### src/source/mips_config.svh
// ##########################################################################
// MIPS core configuration: widths, register file and instruction encodings
// ##########################################################################
`ifndef MIPS_CONFIG_SVH
`define MIPS_CONFIG_SVH

`define MIPS_XLEN       32
`define MIPS_NREGS      32
`define MIPS_RESET_PC   32'h0000_0000
`define MIPS_V0         2

// Primary opcodes
`define MIPS_OP_RTYPE   6'h00
`define MIPS_OP_BEQ     6'h04
`define MIPS_OP_BNE     6'h05
`define MIPS_OP_ADDIU   6'h09
`define MIPS_OP_ORI     6'h0d
`define MIPS_OP_LUI     6'h0f
`define MIPS_OP_LW      6'h23
`define MIPS_OP_SW      6'h2b

// R-type function codes
`define MIPS_FN_ADDU    6'h21
`define MIPS_FN_SUBU    6'h23
`define MIPS_FN_AND     6'h24
`define MIPS_FN_OR      6'h25
`define MIPS_FN_XOR     6'h26
`define MIPS_FN_SLT     6'h2a

`endif

### src/source/mips_pkg.sv
// ##########################################################################
// MIPS core types: words, decoded controls and pipeline register payloads
// ##########################################################################
`default_nettype none
`include "mips_config.svh"

package mips_pkg;

	typedef logic [`MIPS_XLEN-1:0] word_t;
	typedef logic [$clog2(`MIPS_NREGS)-1:0] reg_addr_t;

	typedef enum logic [2:0] {
		ALU_ADD,
		ALU_SUB,
		ALU_AND,
		ALU_OR,
		ALU_XOR,
		ALU_SLT,
		ALU_LUI
	} alu_op_e;

	// Operand source for the execute stage
	typedef enum logic [1:0] {
		FWD_REG,
		FWD_MEM,
		FWD_WB
	} fwd_sel_e;

	typedef struct packed {
		logic    reg_write;
		logic    mem_to_reg;
		logic    mem_write;
		logic    branch;
		logic    branch_ne;
		logic    alu_src_imm;
		logic    dest_rd;
		alu_op_e alu_op;
	} ctrl_t;

	typedef struct packed {
		ctrl_t     ctrl;
		word_t     op_a;
		word_t     op_b;
		word_t     imm;
		reg_addr_t rs;
		reg_addr_t rt;
		reg_addr_t rd;
	} id_ex_t;

	typedef struct packed {
		logic      reg_write;
		logic      mem_to_reg;
		logic      mem_write;
		word_t     alu_result;
		word_t     store_data;
		reg_addr_t write_reg;
	} ex_mem_t;

	typedef struct packed {
		logic      reg_write;
		logic      mem_to_reg;
		word_t     alu_result;
		word_t     load_data;
		reg_addr_t write_reg;
	} mem_wb_t;

endpackage

`default_nettype wire
### src/source/hazard_if.sv
// ##########################################################################
// Hazard interface between the control unit and the pipeline stages
// ##########################################################################
`timescale 1ns/1ps
`default_nettype none

interface hazard_if;

	// Stage state seen by the control unit
	mips_pkg::word_t     instr_d;
	mips_pkg::reg_addr_t rs_d;
	mips_pkg::reg_addr_t rt_d;
	logic                eq_d;
	mips_pkg::reg_addr_t rs_e;
	mips_pkg::reg_addr_t rt_e;
	mips_pkg::reg_addr_t write_reg_e;
	logic                reg_write_e;
	logic                mem_to_reg_e;
	mips_pkg::reg_addr_t write_reg_m;
	logic                reg_write_m;
	logic                mem_to_reg_m;
	mips_pkg::reg_addr_t write_reg_w;
	logic                reg_write_w;

	// Decoded controls, stalls and forwarding selects
	mips_pkg::ctrl_t     ctrl;
	logic                stall;
	logic                flush_ex;
	logic                squash;
	mips_pkg::fwd_sel_e  forward_a;
	mips_pkg::fwd_sel_e  forward_b;
	logic                fwd_cmp_a;
	logic                fwd_cmp_b;

	modport control (
		input  instr_d, rs_d, rt_d, eq_d, rs_e, rt_e, write_reg_e, reg_write_e,
		input  mem_to_reg_e, write_reg_m, reg_write_m, mem_to_reg_m,
		input  write_reg_w, reg_write_w,
		output ctrl, stall, flush_ex, squash, forward_a, forward_b, fwd_cmp_a, fwd_cmp_b
	);

	modport stage (
		output instr_d, rs_d, rt_d, eq_d, rs_e, rt_e, write_reg_e, reg_write_e,
		output mem_to_reg_e, write_reg_m, reg_write_m, mem_to_reg_m,
		output write_reg_w, reg_write_w,
		input  ctrl, stall, flush_ex, squash, forward_a, forward_b, fwd_cmp_a, fwd_cmp_b
	);

endinterface

`default_nettype wire

### src/source/decode_stage.sv
// ##########################################################################
// Decode stage: register file, branch compare and decode/execute register
// ##########################################################################
`timescale 1ns/1ps
`default_nettype none
`include "mips_config.svh"

module decode_stage (
	input  logic              clk,
	input  logic              rst_n,
	hazard_if.stage           hz,
	input  mips_pkg::word_t   instr_d,
	input  mips_pkg::word_t   pc_plus4_d,
	input  mips_pkg::ex_mem_t ex_mem,
	input  mips_pkg::mem_wb_t mem_wb,
	input  mips_pkg::word_t   wb_result,
	output logic              take_branch,
	output mips_pkg::word_t   branch_target,
	output mips_pkg::id_ex_t  id_ex,
	output mips_pkg::word_t   register_v0
);

	mips_pkg::word_t     regs [`MIPS_NREGS];
	mips_pkg::reg_addr_t rs;
	mips_pkg::reg_addr_t rt;
	mips_pkg::reg_addr_t rd;
	logic [15:0]         imm;
	logic                wr_en;
	mips_pkg::word_t     rf_a;
	mips_pkg::word_t     rf_b;
	mips_pkg::word_t     cmp_a;
	mips_pkg::word_t     cmp_b;
	logic                eq;
	logic                zero_ext;
	mips_pkg::word_t     imm_ext;

	assign rs = instr_d[25:21];
	assign rt = instr_d[20:16];
	assign rd = instr_d[15:11];
	assign imm = instr_d[15:0];

	assign wr_en = mem_wb.reg_write && (mem_wb.write_reg != '0);

	always_ff @(posedge clk or negedge rst_n) begin
		if (!rst_n) begin
			regs <= '{default: '0};
		end else if (wr_en) begin
			regs[mem_wb.write_reg] <= wb_result;
		end
	end

	// Write before read
	assign rf_a = (wr_en && mem_wb.write_reg == rs) ? wb_result : regs[rs];
	assign rf_b = (wr_en && mem_wb.write_reg == rt) ? wb_result : regs[rt];
	assign register_v0 = regs[`MIPS_V0];

	// Comparator sees the memory-stage result early
	assign cmp_a = hz.fwd_cmp_a ? ex_mem.alu_result : rf_a;
	assign cmp_b = hz.fwd_cmp_b ? ex_mem.alu_result : rf_b;
	assign eq = (cmp_a == cmp_b);

	assign take_branch = hz.ctrl.branch && !hz.stall && (eq != hz.ctrl.branch_ne);
	assign branch_target = pc_plus4_d + {{14{imm[15]}}, imm, 2'b00};

	// Logical immediates are zero-extended
	assign zero_ext = hz.ctrl.alu_src_imm && (hz.ctrl.alu_op == mips_pkg::ALU_OR);
	assign imm_ext = zero_ext ? {16'h0000, imm} : {{16{imm[15]}}, imm};

	assign hz.instr_d = instr_d;
	assign hz.rs_d = rs;
	assign hz.rt_d = rt;
	assign hz.eq_d = eq;

	always_ff @(posedge clk or negedge rst_n) begin
		if (!rst_n) begin
			id_ex <= '0;
		end else if (hz.flush_ex) begin
			id_ex <= '0;
		end else begin
			id_ex.ctrl <= hz.ctrl;
			id_ex.op_a <= rf_a;
			id_ex.op_b <= rf_b;
			id_ex.imm <= imm_ext;
			id_ex.rs <= rs;
			id_ex.rt <= rt;
			id_ex.rd <= rd;
		end
	end

	// Register zero reaches the comparator as zero, forwarded or not
	a_r0_zero: assert property (@(posedge clk) disable iff (!rst_n)
		(rs != '0 || cmp_a == '0) && (rt != '0 || cmp_b == '0));

endmodule

`default_nettype wire

### src/source/execute_stage.sv
// ##########################################################################
// Execute stage: operand forwarding, ALU and execute/memory register
// ##########################################################################
`timescale 1ns/1ps
`default_nettype none

module execute_stage (
	input  logic              clk,
	input  logic              rst_n,
	hazard_if.stage           hz,
	input  mips_pkg::id_ex_t  id_ex,
	input  mips_pkg::mem_wb_t mem_wb,
	input  mips_pkg::word_t   wb_result,
	output mips_pkg::ex_mem_t ex_mem
);

	mips_pkg::ctrl_t     c;
	mips_pkg::word_t     src_a;
	mips_pkg::word_t     fwd_b;
	mips_pkg::word_t     src_b;
	mips_pkg::word_t     alu_y;
	mips_pkg::reg_addr_t write_reg;

	function automatic mips_pkg::word_t fwd_mux(
		input mips_pkg::fwd_sel_e sel,
		input mips_pkg::word_t    reg_val,
		input mips_pkg::word_t    mem_val,
		input mips_pkg::word_t    wb_val
	);
		case (sel)
			mips_pkg::FWD_MEM: return mem_val;
			mips_pkg::FWD_WB:  return wb_val;
			default:           return reg_val;
		endcase
	endfunction

	assign c = id_ex.ctrl;

	assign src_a = fwd_mux(hz.forward_a, id_ex.op_a, ex_mem.alu_result, wb_result);
	assign fwd_b = fwd_mux(hz.forward_b, id_ex.op_b, ex_mem.alu_result, wb_result);
	assign src_b = c.alu_src_imm ? id_ex.imm : fwd_b;

	always_comb begin
		case (c.alu_op)
			mips_pkg::ALU_SUB: alu_y = src_a - src_b;
			mips_pkg::ALU_AND: alu_y = src_a & src_b;
			mips_pkg::ALU_OR:  alu_y = src_a | src_b;
			mips_pkg::ALU_XOR: alu_y = src_a ^ src_b;
			mips_pkg::ALU_SLT: alu_y = mips_pkg::word_t'($signed(src_a) < $signed(src_b));
			mips_pkg::ALU_LUI: alu_y = {src_b[15:0], 16'h0000};
			default:           alu_y = src_a + src_b;
		endcase
	end

	assign write_reg = c.dest_rd ? id_ex.rd : id_ex.rt;

	// Hazard view of execute, memory and writeback
	assign hz.rs_e = id_ex.rs;
	assign hz.rt_e = id_ex.rt;
	assign hz.write_reg_e = write_reg;
	assign hz.reg_write_e = c.reg_write;
	assign hz.mem_to_reg_e = c.mem_to_reg;
	assign hz.write_reg_m = ex_mem.write_reg;
	assign hz.reg_write_m = ex_mem.reg_write;
	assign hz.mem_to_reg_m = ex_mem.mem_to_reg;
	assign hz.write_reg_w = mem_wb.write_reg;
	assign hz.reg_write_w = mem_wb.reg_write;

	always_ff @(posedge clk or negedge rst_n) begin
		if (!rst_n) begin
			ex_mem <= '0;
		end else begin
			ex_mem.reg_write <= c.reg_write;
			ex_mem.mem_to_reg <= c.mem_to_reg;
			ex_mem.mem_write <= c.mem_write;
			ex_mem.alu_result <= alu_y;
			ex_mem.store_data <= fwd_b;
			ex_mem.write_reg <= write_reg;
		end
	end

endmodule

`default_nettype wire

### src/source/fetch_stage.sv
// ##########################################################################
// Fetch stage: program counter, next-PC select and fetch/decode register
// ##########################################################################
`timescale 1ns/1ps
`default_nettype none
`include "mips_config.svh"

module fetch_stage (
	input  logic            clk,
	input  logic            rst_n,
	hazard_if.stage         hz,
	input  logic            take_branch,
	input  mips_pkg::word_t branch_target,
	output mips_pkg::word_t instr_address,
	input  mips_pkg::word_t instr_readdata,
	output mips_pkg::word_t instr_d,
	output mips_pkg::word_t pc_plus4_d
);

	mips_pkg::word_t pc;
	mips_pkg::word_t pc_plus4;
	mips_pkg::word_t pc_next;

	assign pc_plus4 = pc + 32'd4;
	assign pc_next = take_branch ? branch_target : pc_plus4;
	assign instr_address = pc;

	always_ff @(posedge clk or negedge rst_n) begin
		if (!rst_n) begin
			pc <= `MIPS_RESET_PC;
		end else if (!hz.stall) begin
			pc <= pc_next;
		end
	end

	// Squash turns the wrongly fetched word into a no-op
	always_ff @(posedge clk or negedge rst_n) begin
		if (!rst_n) begin
			instr_d <= '0;
			pc_plus4_d <= '0;
		end else if (hz.squash) begin
			instr_d <= '0;
		end else if (!hz.stall) begin
			instr_d <= instr_readdata;
			pc_plus4_d <= pc_plus4;
		end
	end

endmodule

`default_nettype wire

### src/source/mem_wb_stage.sv
// ##########################################################################
// Memory and writeback: data bus drive, memory/writeback register, result
// ##########################################################################
`timescale 1ns/1ps
`default_nettype none

module mem_wb_stage (
	input  logic              clk,
	input  logic              rst_n,
	input  mips_pkg::ex_mem_t ex_mem,
	output mips_pkg::word_t   data_address,
	output logic              data_write,
	output logic              data_read,
	output mips_pkg::word_t   data_writedata,
	input  mips_pkg::word_t   data_readdata,
	output mips_pkg::mem_wb_t mem_wb,
	output mips_pkg::word_t   wb_result
);

	assign data_address = ex_mem.alu_result;
	assign data_write = ex_mem.mem_write;
	assign data_read = ex_mem.mem_to_reg;
	assign data_writedata = ex_mem.store_data;

	// Load data is captured the same cycle the read is presented
	always_ff @(posedge clk or negedge rst_n) begin
		if (!rst_n) begin
			mem_wb <= '0;
		end else begin
			mem_wb.reg_write <= ex_mem.reg_write;
			mem_wb.mem_to_reg <= ex_mem.mem_to_reg;
			mem_wb.alu_result <= ex_mem.alu_result;
			mem_wb.load_data <= data_readdata;
			mem_wb.write_reg <= ex_mem.write_reg;
		end
	end

	assign wb_result = mem_wb.mem_to_reg ? mem_wb.load_data : mem_wb.alu_result;

	a_bus_excl: assert property (@(posedge clk) disable iff (!rst_n)
		!(data_write && data_read));

endmodule

`default_nettype wire

### src/source/mips_control.sv
// ##########################################################################
// MIPS control: instruction decoder, hazard detection and forwarding unit
// ##########################################################################
`timescale 1ns/1ps
`default_nettype none
`include "mips_config.svh"

module mips_control (
	input logic       clk,
	input logic       rst_n,
	hazard_if.control hz
);

	logic [5:0]      op;
	logic [5:0]      funct;
	mips_pkg::ctrl_t dec;
	logic            lw_stall;
	logic            br_hit_e;
	logic            br_hit_m;
	logic            stall;

	function automatic mips_pkg::fwd_sel_e fwd_sel(
		input mips_pkg::reg_addr_t src,
		input logic                wr_m,
		input mips_pkg::reg_addr_t dst_m,
		input logic                wr_w,
		input mips_pkg::reg_addr_t dst_w
	);
		mips_pkg::fwd_sel_e sel;
		sel = mips_pkg::FWD_REG;
		if (src != '0 && wr_w && dst_w == src) begin
			sel = mips_pkg::FWD_WB;
		end
		// Memory stage holds the younger value
		if (src != '0 && wr_m && dst_m == src) begin
			sel = mips_pkg::FWD_MEM;
		end
		return sel;
	endfunction

	assign op = hz.instr_d[31:26];
	assign funct = hz.instr_d[5:0];

	// Unsupported encodings fall through as no-ops
	always_comb begin
		dec = '0;
		case (op)
			`MIPS_OP_RTYPE: begin
				dec.reg_write = 1'b1;
				dec.dest_rd = 1'b1;
				case (funct)
					`MIPS_FN_ADDU: dec.alu_op = mips_pkg::ALU_ADD;
					`MIPS_FN_SUBU: dec.alu_op = mips_pkg::ALU_SUB;
					`MIPS_FN_AND:  dec.alu_op = mips_pkg::ALU_AND;
					`MIPS_FN_OR:   dec.alu_op = mips_pkg::ALU_OR;
					`MIPS_FN_XOR:  dec.alu_op = mips_pkg::ALU_XOR;
					`MIPS_FN_SLT:  dec.alu_op = mips_pkg::ALU_SLT;
					default:       dec.reg_write = 1'b0;
				endcase
			end
			`MIPS_OP_ADDIU: begin
				dec.reg_write = 1'b1;
				dec.alu_src_imm = 1'b1;
				dec.alu_op = mips_pkg::ALU_ADD;
			end
			`MIPS_OP_ORI: begin
				dec.reg_write = 1'b1;
				dec.alu_src_imm = 1'b1;
				dec.alu_op = mips_pkg::ALU_OR;
			end
			`MIPS_OP_LUI: begin
				dec.reg_write = 1'b1;
				dec.alu_src_imm = 1'b1;
				dec.alu_op = mips_pkg::ALU_LUI;
			end
			`MIPS_OP_LW: begin
				dec.reg_write = 1'b1;
				dec.mem_to_reg = 1'b1;
				dec.alu_src_imm = 1'b1;
			end
			`MIPS_OP_SW: begin
				dec.mem_write = 1'b1;
				dec.alu_src_imm = 1'b1;
			end
			`MIPS_OP_BEQ: dec.branch = 1'b1;
			`MIPS_OP_BNE: begin
				dec.branch = 1'b1;
				dec.branch_ne = 1'b1;
			end
			default: dec = '0;
		endcase
	end

	// Load in execute feeding the instruction in decode
	assign lw_stall = hz.mem_to_reg_e && (hz.write_reg_e != '0) &&
		((hz.write_reg_e == hz.rs_d) || (hz.write_reg_e == hz.rt_d));

	// Branch operands still in flight
	assign br_hit_e = hz.reg_write_e && (hz.write_reg_e != '0) &&
		((hz.write_reg_e == hz.rs_d) || (hz.write_reg_e == hz.rt_d));
	assign br_hit_m = hz.mem_to_reg_m && (hz.write_reg_m != '0) &&
		((hz.write_reg_m == hz.rs_d) || (hz.write_reg_m == hz.rt_d));

	assign stall = lw_stall || (dec.branch && (br_hit_e || br_hit_m));

	assign hz.ctrl = dec;
	assign hz.stall = stall;
	assign hz.flush_ex = stall;
	assign hz.squash = dec.branch && !stall && (hz.eq_d != dec.branch_ne);

	assign hz.forward_a = fwd_sel(hz.rs_e, hz.reg_write_m, hz.write_reg_m,
		hz.reg_write_w, hz.write_reg_w);
	assign hz.forward_b = fwd_sel(hz.rt_e, hz.reg_write_m, hz.write_reg_m,
		hz.reg_write_w, hz.write_reg_w);

	assign hz.fwd_cmp_a = (hz.rs_d != '0) && hz.reg_write_m && (hz.write_reg_m == hz.rs_d);
	assign hz.fwd_cmp_b = (hz.rt_d != '0) && hz.reg_write_m && (hz.write_reg_m == hz.rt_d);

	// Load-use and branch stalls drain within two cycles
	a_stall_bounded: assert property (@(posedge clk) disable iff (!rst_n)
		(hz.stall && $past(hz.stall)) |=> !hz.stall);

	// Load data never reaches execute from the memory stage
	a_no_load_fwd: assert property (@(posedge clk) disable iff (!rst_n)
		!hz.mem_to_reg_m ||
		(hz.forward_a != mips_pkg::FWD_MEM && hz.forward_b != mips_pkg::FWD_MEM));

endmodule

`default_nettype wire

### src/source/mips_cpu.sv
// ##########################################################################
// Five-stage pipelined MIPS core with separate instruction and data buses
// ##########################################################################
`timescale 1ns/1ps
`default_nettype none

module mips_cpu (
	input  logic            clk,
	input  logic            rst_n,
	output mips_pkg::word_t instr_address,
	input  mips_pkg::word_t instr_readdata,
	output mips_pkg::word_t data_address,
	output logic            data_write,
	output logic            data_read,
	output mips_pkg::word_t data_writedata,
	input  mips_pkg::word_t data_readdata,
	output mips_pkg::word_t register_v0
);

	logic              take_branch;
	mips_pkg::word_t   branch_target;
	mips_pkg::word_t   instr_d;
	mips_pkg::word_t   pc_plus4_d;
	mips_pkg::id_ex_t  id_ex;
	mips_pkg::ex_mem_t ex_mem;
	mips_pkg::mem_wb_t mem_wb;
	mips_pkg::word_t   wb_result;

	hazard_if hz ();

	mips_control i_mips_control (
		.clk (clk),
		.rst_n (rst_n),
		.hz (hz.control)
	);

	fetch_stage i_fetch_stage (
		.clk (clk),
		.rst_n (rst_n),
		.hz (hz.stage),
		.take_branch (take_branch),
		.branch_target (branch_target),
		.instr_address (instr_address),
		.instr_readdata (instr_readdata),
		.instr_d (instr_d),
		.pc_plus4_d (pc_plus4_d)
	);

	decode_stage i_decode_stage (
		.clk (clk),
		.rst_n (rst_n),
		.hz (hz.stage),
		.instr_d (instr_d),
		.pc_plus4_d (pc_plus4_d),
		.ex_mem (ex_mem),
		.mem_wb (mem_wb),
		.wb_result (wb_result),
		.take_branch (take_branch),
		.branch_target (branch_target),
		.id_ex (id_ex),
		.register_v0 (register_v0)
	);

	execute_stage i_execute_stage (
		.clk (clk),
		.rst_n (rst_n),
		.hz (hz.stage),
		.id_ex (id_ex),
		.mem_wb (mem_wb),
		.wb_result (wb_result),
		.ex_mem (ex_mem)
	);

	mem_wb_stage i_mem_wb_stage (
		.clk (clk),
		.rst_n (rst_n),
		.ex_mem (ex_mem),
		.data_address (data_address),
		.data_write (data_write),
		.data_read (data_read),
		.data_writedata (data_writedata),
		.data_readdata (data_readdata),
		.mem_wb (mem_wb),
		.wb_result (wb_result)
	);

endmodule

`default_nettype wire

### config.mk
export PLATFORM = sky130hd
export DESIGN_NAME = mips_cpu
export DESIGN_NICKNAME = d
export VERILOG_FILES = /design/src/source/mips_pkg.sv /design/src/source/hazard_if.sv /design/src/source/decode_stage.sv /design/src/source/execute_stage.sv /design/src/source/fetch_stage.sv /design/src/source/mem_wb_stage.sv /design/src/source/mips_control.sv /design/src/source/mips_cpu.sv
export VERILOG_INCLUDE_DIRS = /design/src /design/src/source
export SDC_FILE = /design/constraint.sdc
export NUM_CORES = 2
export LEC_CHECK = 0
export ABC_AREA = 1
export BUFFER_PORTS_ARGS = -buffer_cell sky130_fd_sc_hd__buf_2
export CAP_MARGIN = 20
export CELL_PAD_IN_SITES_DETAIL_PLACEMENT = 0
export CELL_PAD_IN_SITES_GLOBAL_PLACEMENT = 1
export CORE_MARGIN = 2
export CORE_UTILIZATION = 50
export DETAILED_ROUTE_END_ITERATION = 12
export PLACE_DENSITY_LB_ADDON = 0.05
export SETUP_SLACK_MARGIN = 0.5
export SLEW_MARGIN = 0
export SYNTH_ARGS = -nofsm -noshare
export SYNTH_HDL_FRONTEND = slang
export SYNTH_SLANG_ARGS = --single-unit
### constraint.sdc
create_clock -name clk -period 13.9 [get_ports clk]
set_input_delay 3.475 -clock clk [delete_from_list [all_inputs] [get_ports clk]]
set_output_delay 3.475 -clock clk [all_outputs]
set_load 0.02 [all_outputs]
==> flow_metrics.tcl <==
set metrics [dict create \
    cts_root_buf "clkbuf_16" \
    synth_top_area_cell "dfrtp_1" \
    place_congestion 0.940 \
    path_class "reg -> reg" \
    cts.sinks 1362 \
    p_per_area_nw_per_um2 152 \
    synth_cell_types 54 \
    max_cap_viol_count 0 \
    numCtsBuffers 157 \
    drive_gt1_share_pct 6.95 \
    fillers 15400 \
    power_leakage_nw 40.1 \
    power.total_mw 13.0 \
    portBuffers 195 \
    ys_seq_area_share_pct 43.0 \
    synth-async-reset-ratio_pct 100 \
    cp_slowest_cell "dfrtp_4" \
    cp_common_cell "nand2_1" \
    synthToLayoutAreaGrowth_pct 8.37 \
    synth_ff_type "dfrtp_1" \
    yosysWarnings 0 \
    max_stage_delay_ns 0.80 \
    cp.arrival_ns 8.01 \
    slew_viol_final 0 \
    hp-class "reg -> reg" \
    cts_resized 0 \
    final_net_count 11100 \
    ir_worst_vdd_uv 133 \
    wl_per_cell_um 25.4 \
    drtIter0Drc 10500 \
    place_area_um2 80300 \
    max_freq_mhz 137 \
    synth.top_cell.area_share_pct 43.0 \
    synth_area_leaders "dfrtp_1 (43%), nand2_1 (18%), nand3_1 (9.5%), o21ai_0 (7.4%), a21oi_1 (4.0%)" \
    core_um2 158000 \
    post-cts-setup-buffer-count 0 \
    worstSetupEndpointType "flip-flop" \
    design_area_um2 85800 \
    cp_max_fo 180 \
    cts.hold.buffers_added 0 \
    wirelength_um 332000 \
    ios 196 \
    crit_buf_inv 3 \
    cts_tree "built" \
    ant_nets 0 \
    viasPerCell 6.03 \
    cp.required_ns 14.63 \
    syn_area_um2 79200 \
    setup_viol 0 \
    die_area_um2 162000 \
    grt_pass1_vias 74000 \
    clock_latency_ns 0.82 \
    die_x_um 402 \
    synth_edf_count 0 \
    fp-row-count 146 \
    die_h_um 402 \
    first_pass_iters 10 \
    ys_ff_latch 1362 \
    worstSetupStartpointType "flip-flop" \
    status "finished, final reports clean" \
    start_util_pct 50.2 \
    antenna_found_initial 17 \
    fin_skew_ns 0.0274 \
    period_needed_ns 7.28 \
    path_delay_family "simple AND/OR/NAND/NOR gates" \
    grt_start_max_net_pins 181 \
    cts_buffer_depth 3 \
    stdcell_count 13100 \
    grtUsageTotal_pct 40.4 \
    syn-num-nets 11500 \
    avgSynthCellArea_um2 6.99 \
    gr-total-overflow 0 \
    worst_pin_slew_ns 1.17 \
    hpwl_um 202000 \
    hold_viol 0 \
    drc 0 \
    clk_pin_slew_ns 0.06 \
    h-tree-depth 4 \
    fin_crit_sh_pct 52.4 \
    holdWs_ns 0.366 \
    rsz0062_at_grt "false" \
    placedCellCount 12800 \
    tns_ns 0 \
    grt_pass1_wl_um 492000 \
    slew-limit-headroom_pct 21.7 \
    vias 79000 \
    synth_cells 11300 \
]
==> logic make-up after synthesis <==
logic type	synth area share [%]
buffers and inverters	8.51
AOI/OAI and AO/OA	13.5
DFF	43.0
adders and majority gates	2.07
xor gates and xnor gates	1.07
and+or+nand+nor	31.8
==> flip-flops by register name (all words and copies together), names as in the netlist <==
name	count
i_mem_wb_stage.mem_wb	71
i_execute_stage.hz.mem_to_reg_m	1
i_decode_stage.regs	992
i_execute_stage.ex_mem	65
i_fetch_stage.pc_plus4_d	32
i_execute_stage.hz.write_reg_m	5
i_fetch_stage.instr_d	32
i_execute_stage.hz.reg_write_m	1
i_decode_stage.register_v0	32
i_fetch_stage.instr_address	32
i_decode_stage.id_ex	99
==> layout make-up <==
cell class	count	area, µm²	area share (%)
repair buffers	374	2530	2.95
multi-input cells	8369	38700	45.1
clock buffers	228	4720	5.50
diodes	5	12.5	0.0146
flip-flops and latches	1362	34100	39.8
inverters	625	2380	2.78
clock inverters	56	754	0.879
well taps	2072	2590	3.02
==> stage by stage <==
step | utilization (%) | worst slack [ns]
after detailed placement | 50.9 | 7.01
after global routing | 54.4 | 6.28
final | 54.4 | 6.62
after CTS | 54.3 | 6.98
after floorplan | - | 9.35
after global placement | 50.9 | 6.65
==> layout by cell type (no fill, tap or decap), types with 6 or more instances in the layout <==
master / instances
a211oi_1: 12
a21boi_0: 11
a21oi_1: 635
a221oi_1: 58
a31oi_1: 19
buf_12: 16
buf_2: 194
buf_4: 161
bufinv_16: 16
clkbuf_1: 29
clkbuf_16: 166
clkbuf_8: 33
clkinv_1: 6
clkinv_2: 22
clkinvlp_4: 10
dfrtp_1: 1351
dfrtp_4: 9
ha_1: 126
inv_1: 597
inv_2: 15
nand2_1: 3762
nand2_2: 21
nand3_1: 1502
nand4_1: 52
nor2_1: 677
nor2_4: 16
nor3_1: 28
nor4_1: 15
o2111ai_1: 9
o211ai_1: 27
o21a_1: 11
o21ai_0: 1150
o21ai_1: 19
o21ai_2: 33
o221ai_1: 7
o22ai_1: 19
or2_2: 18
xnor2_1: 23
xor2_1: 74
==> cell usage after synthesis, types with 12 or more instances <==
library cell / number
nor2_1: 691
a211oi_1: 12
o21ai_1: 34
o21ai_0: 1168
buf_4: 106
a221oi_1: 58
o22ai_1: 19
a31oi_1: 19
o211ai_1: 27
buf_2: 271
xor2_1: 74
inv_2: 19
inv_1: 600
nand3_1: 1503
buf_1: 73
nor4_1: 15
clkbuf_1: 514
nor3_1: 33
dfrtp_1: 1362
a21oi_1: 635
nand2_1: 3779
xnor2_1: 23
ha_1: 126
or2_2: 18
nand4_1: 52
==> final timing paths <==
| path | start | cells past startpoint | slack [ns] | to |
|---|---|---|---|---|
| min in group asynchronous | rst_n | 1 | 2.62 | i_decode_stage.regs[608] |
| hold reg to reg | i_decode_stage.id_ex[118] | 0 | 0.37 | i_execute_stage.ex_mem[69] |
| setup / recovery | i_fetch_stage.instr_d[16] | 25 | 6.62 | i_fetch_stage.pc_plus4_d[8] |
| hold / removal | i_decode_stage.id_ex[118] | 0 | 0.37 | i_execute_stage.ex_mem[69] |
| setup reg to reg | i_fetch_stage.instr_d[16] | 25 | 6.62 | i_fetch_stage.pc_plus4_d[8] |
| max in group asynchronous | rst_n | 4 | 8.53 | i_mem_wb_stage.mem_wb[23] |
==> per-layer routing <==
layer | part of all wire, % | track usage (%)
met1 | 40 | 54.8
met2 | 43 | 61.2
met3 | 11 | 10.5
met4 | 4.7 | 17.0
met5 | 0.042 | 0
==> where the power goes <==
part	internal, mW	leakage [nW]	switching, mW	total, mW
sequential	4.46	18.2	0.487	4.95
combinational	0.952	19.2	2.66	3.62
clock	2.65	2.67	1.79	4.44
total	8.06	40.1	4.94	13.0
Note: power is estimated with default switching activity, not from simulation.
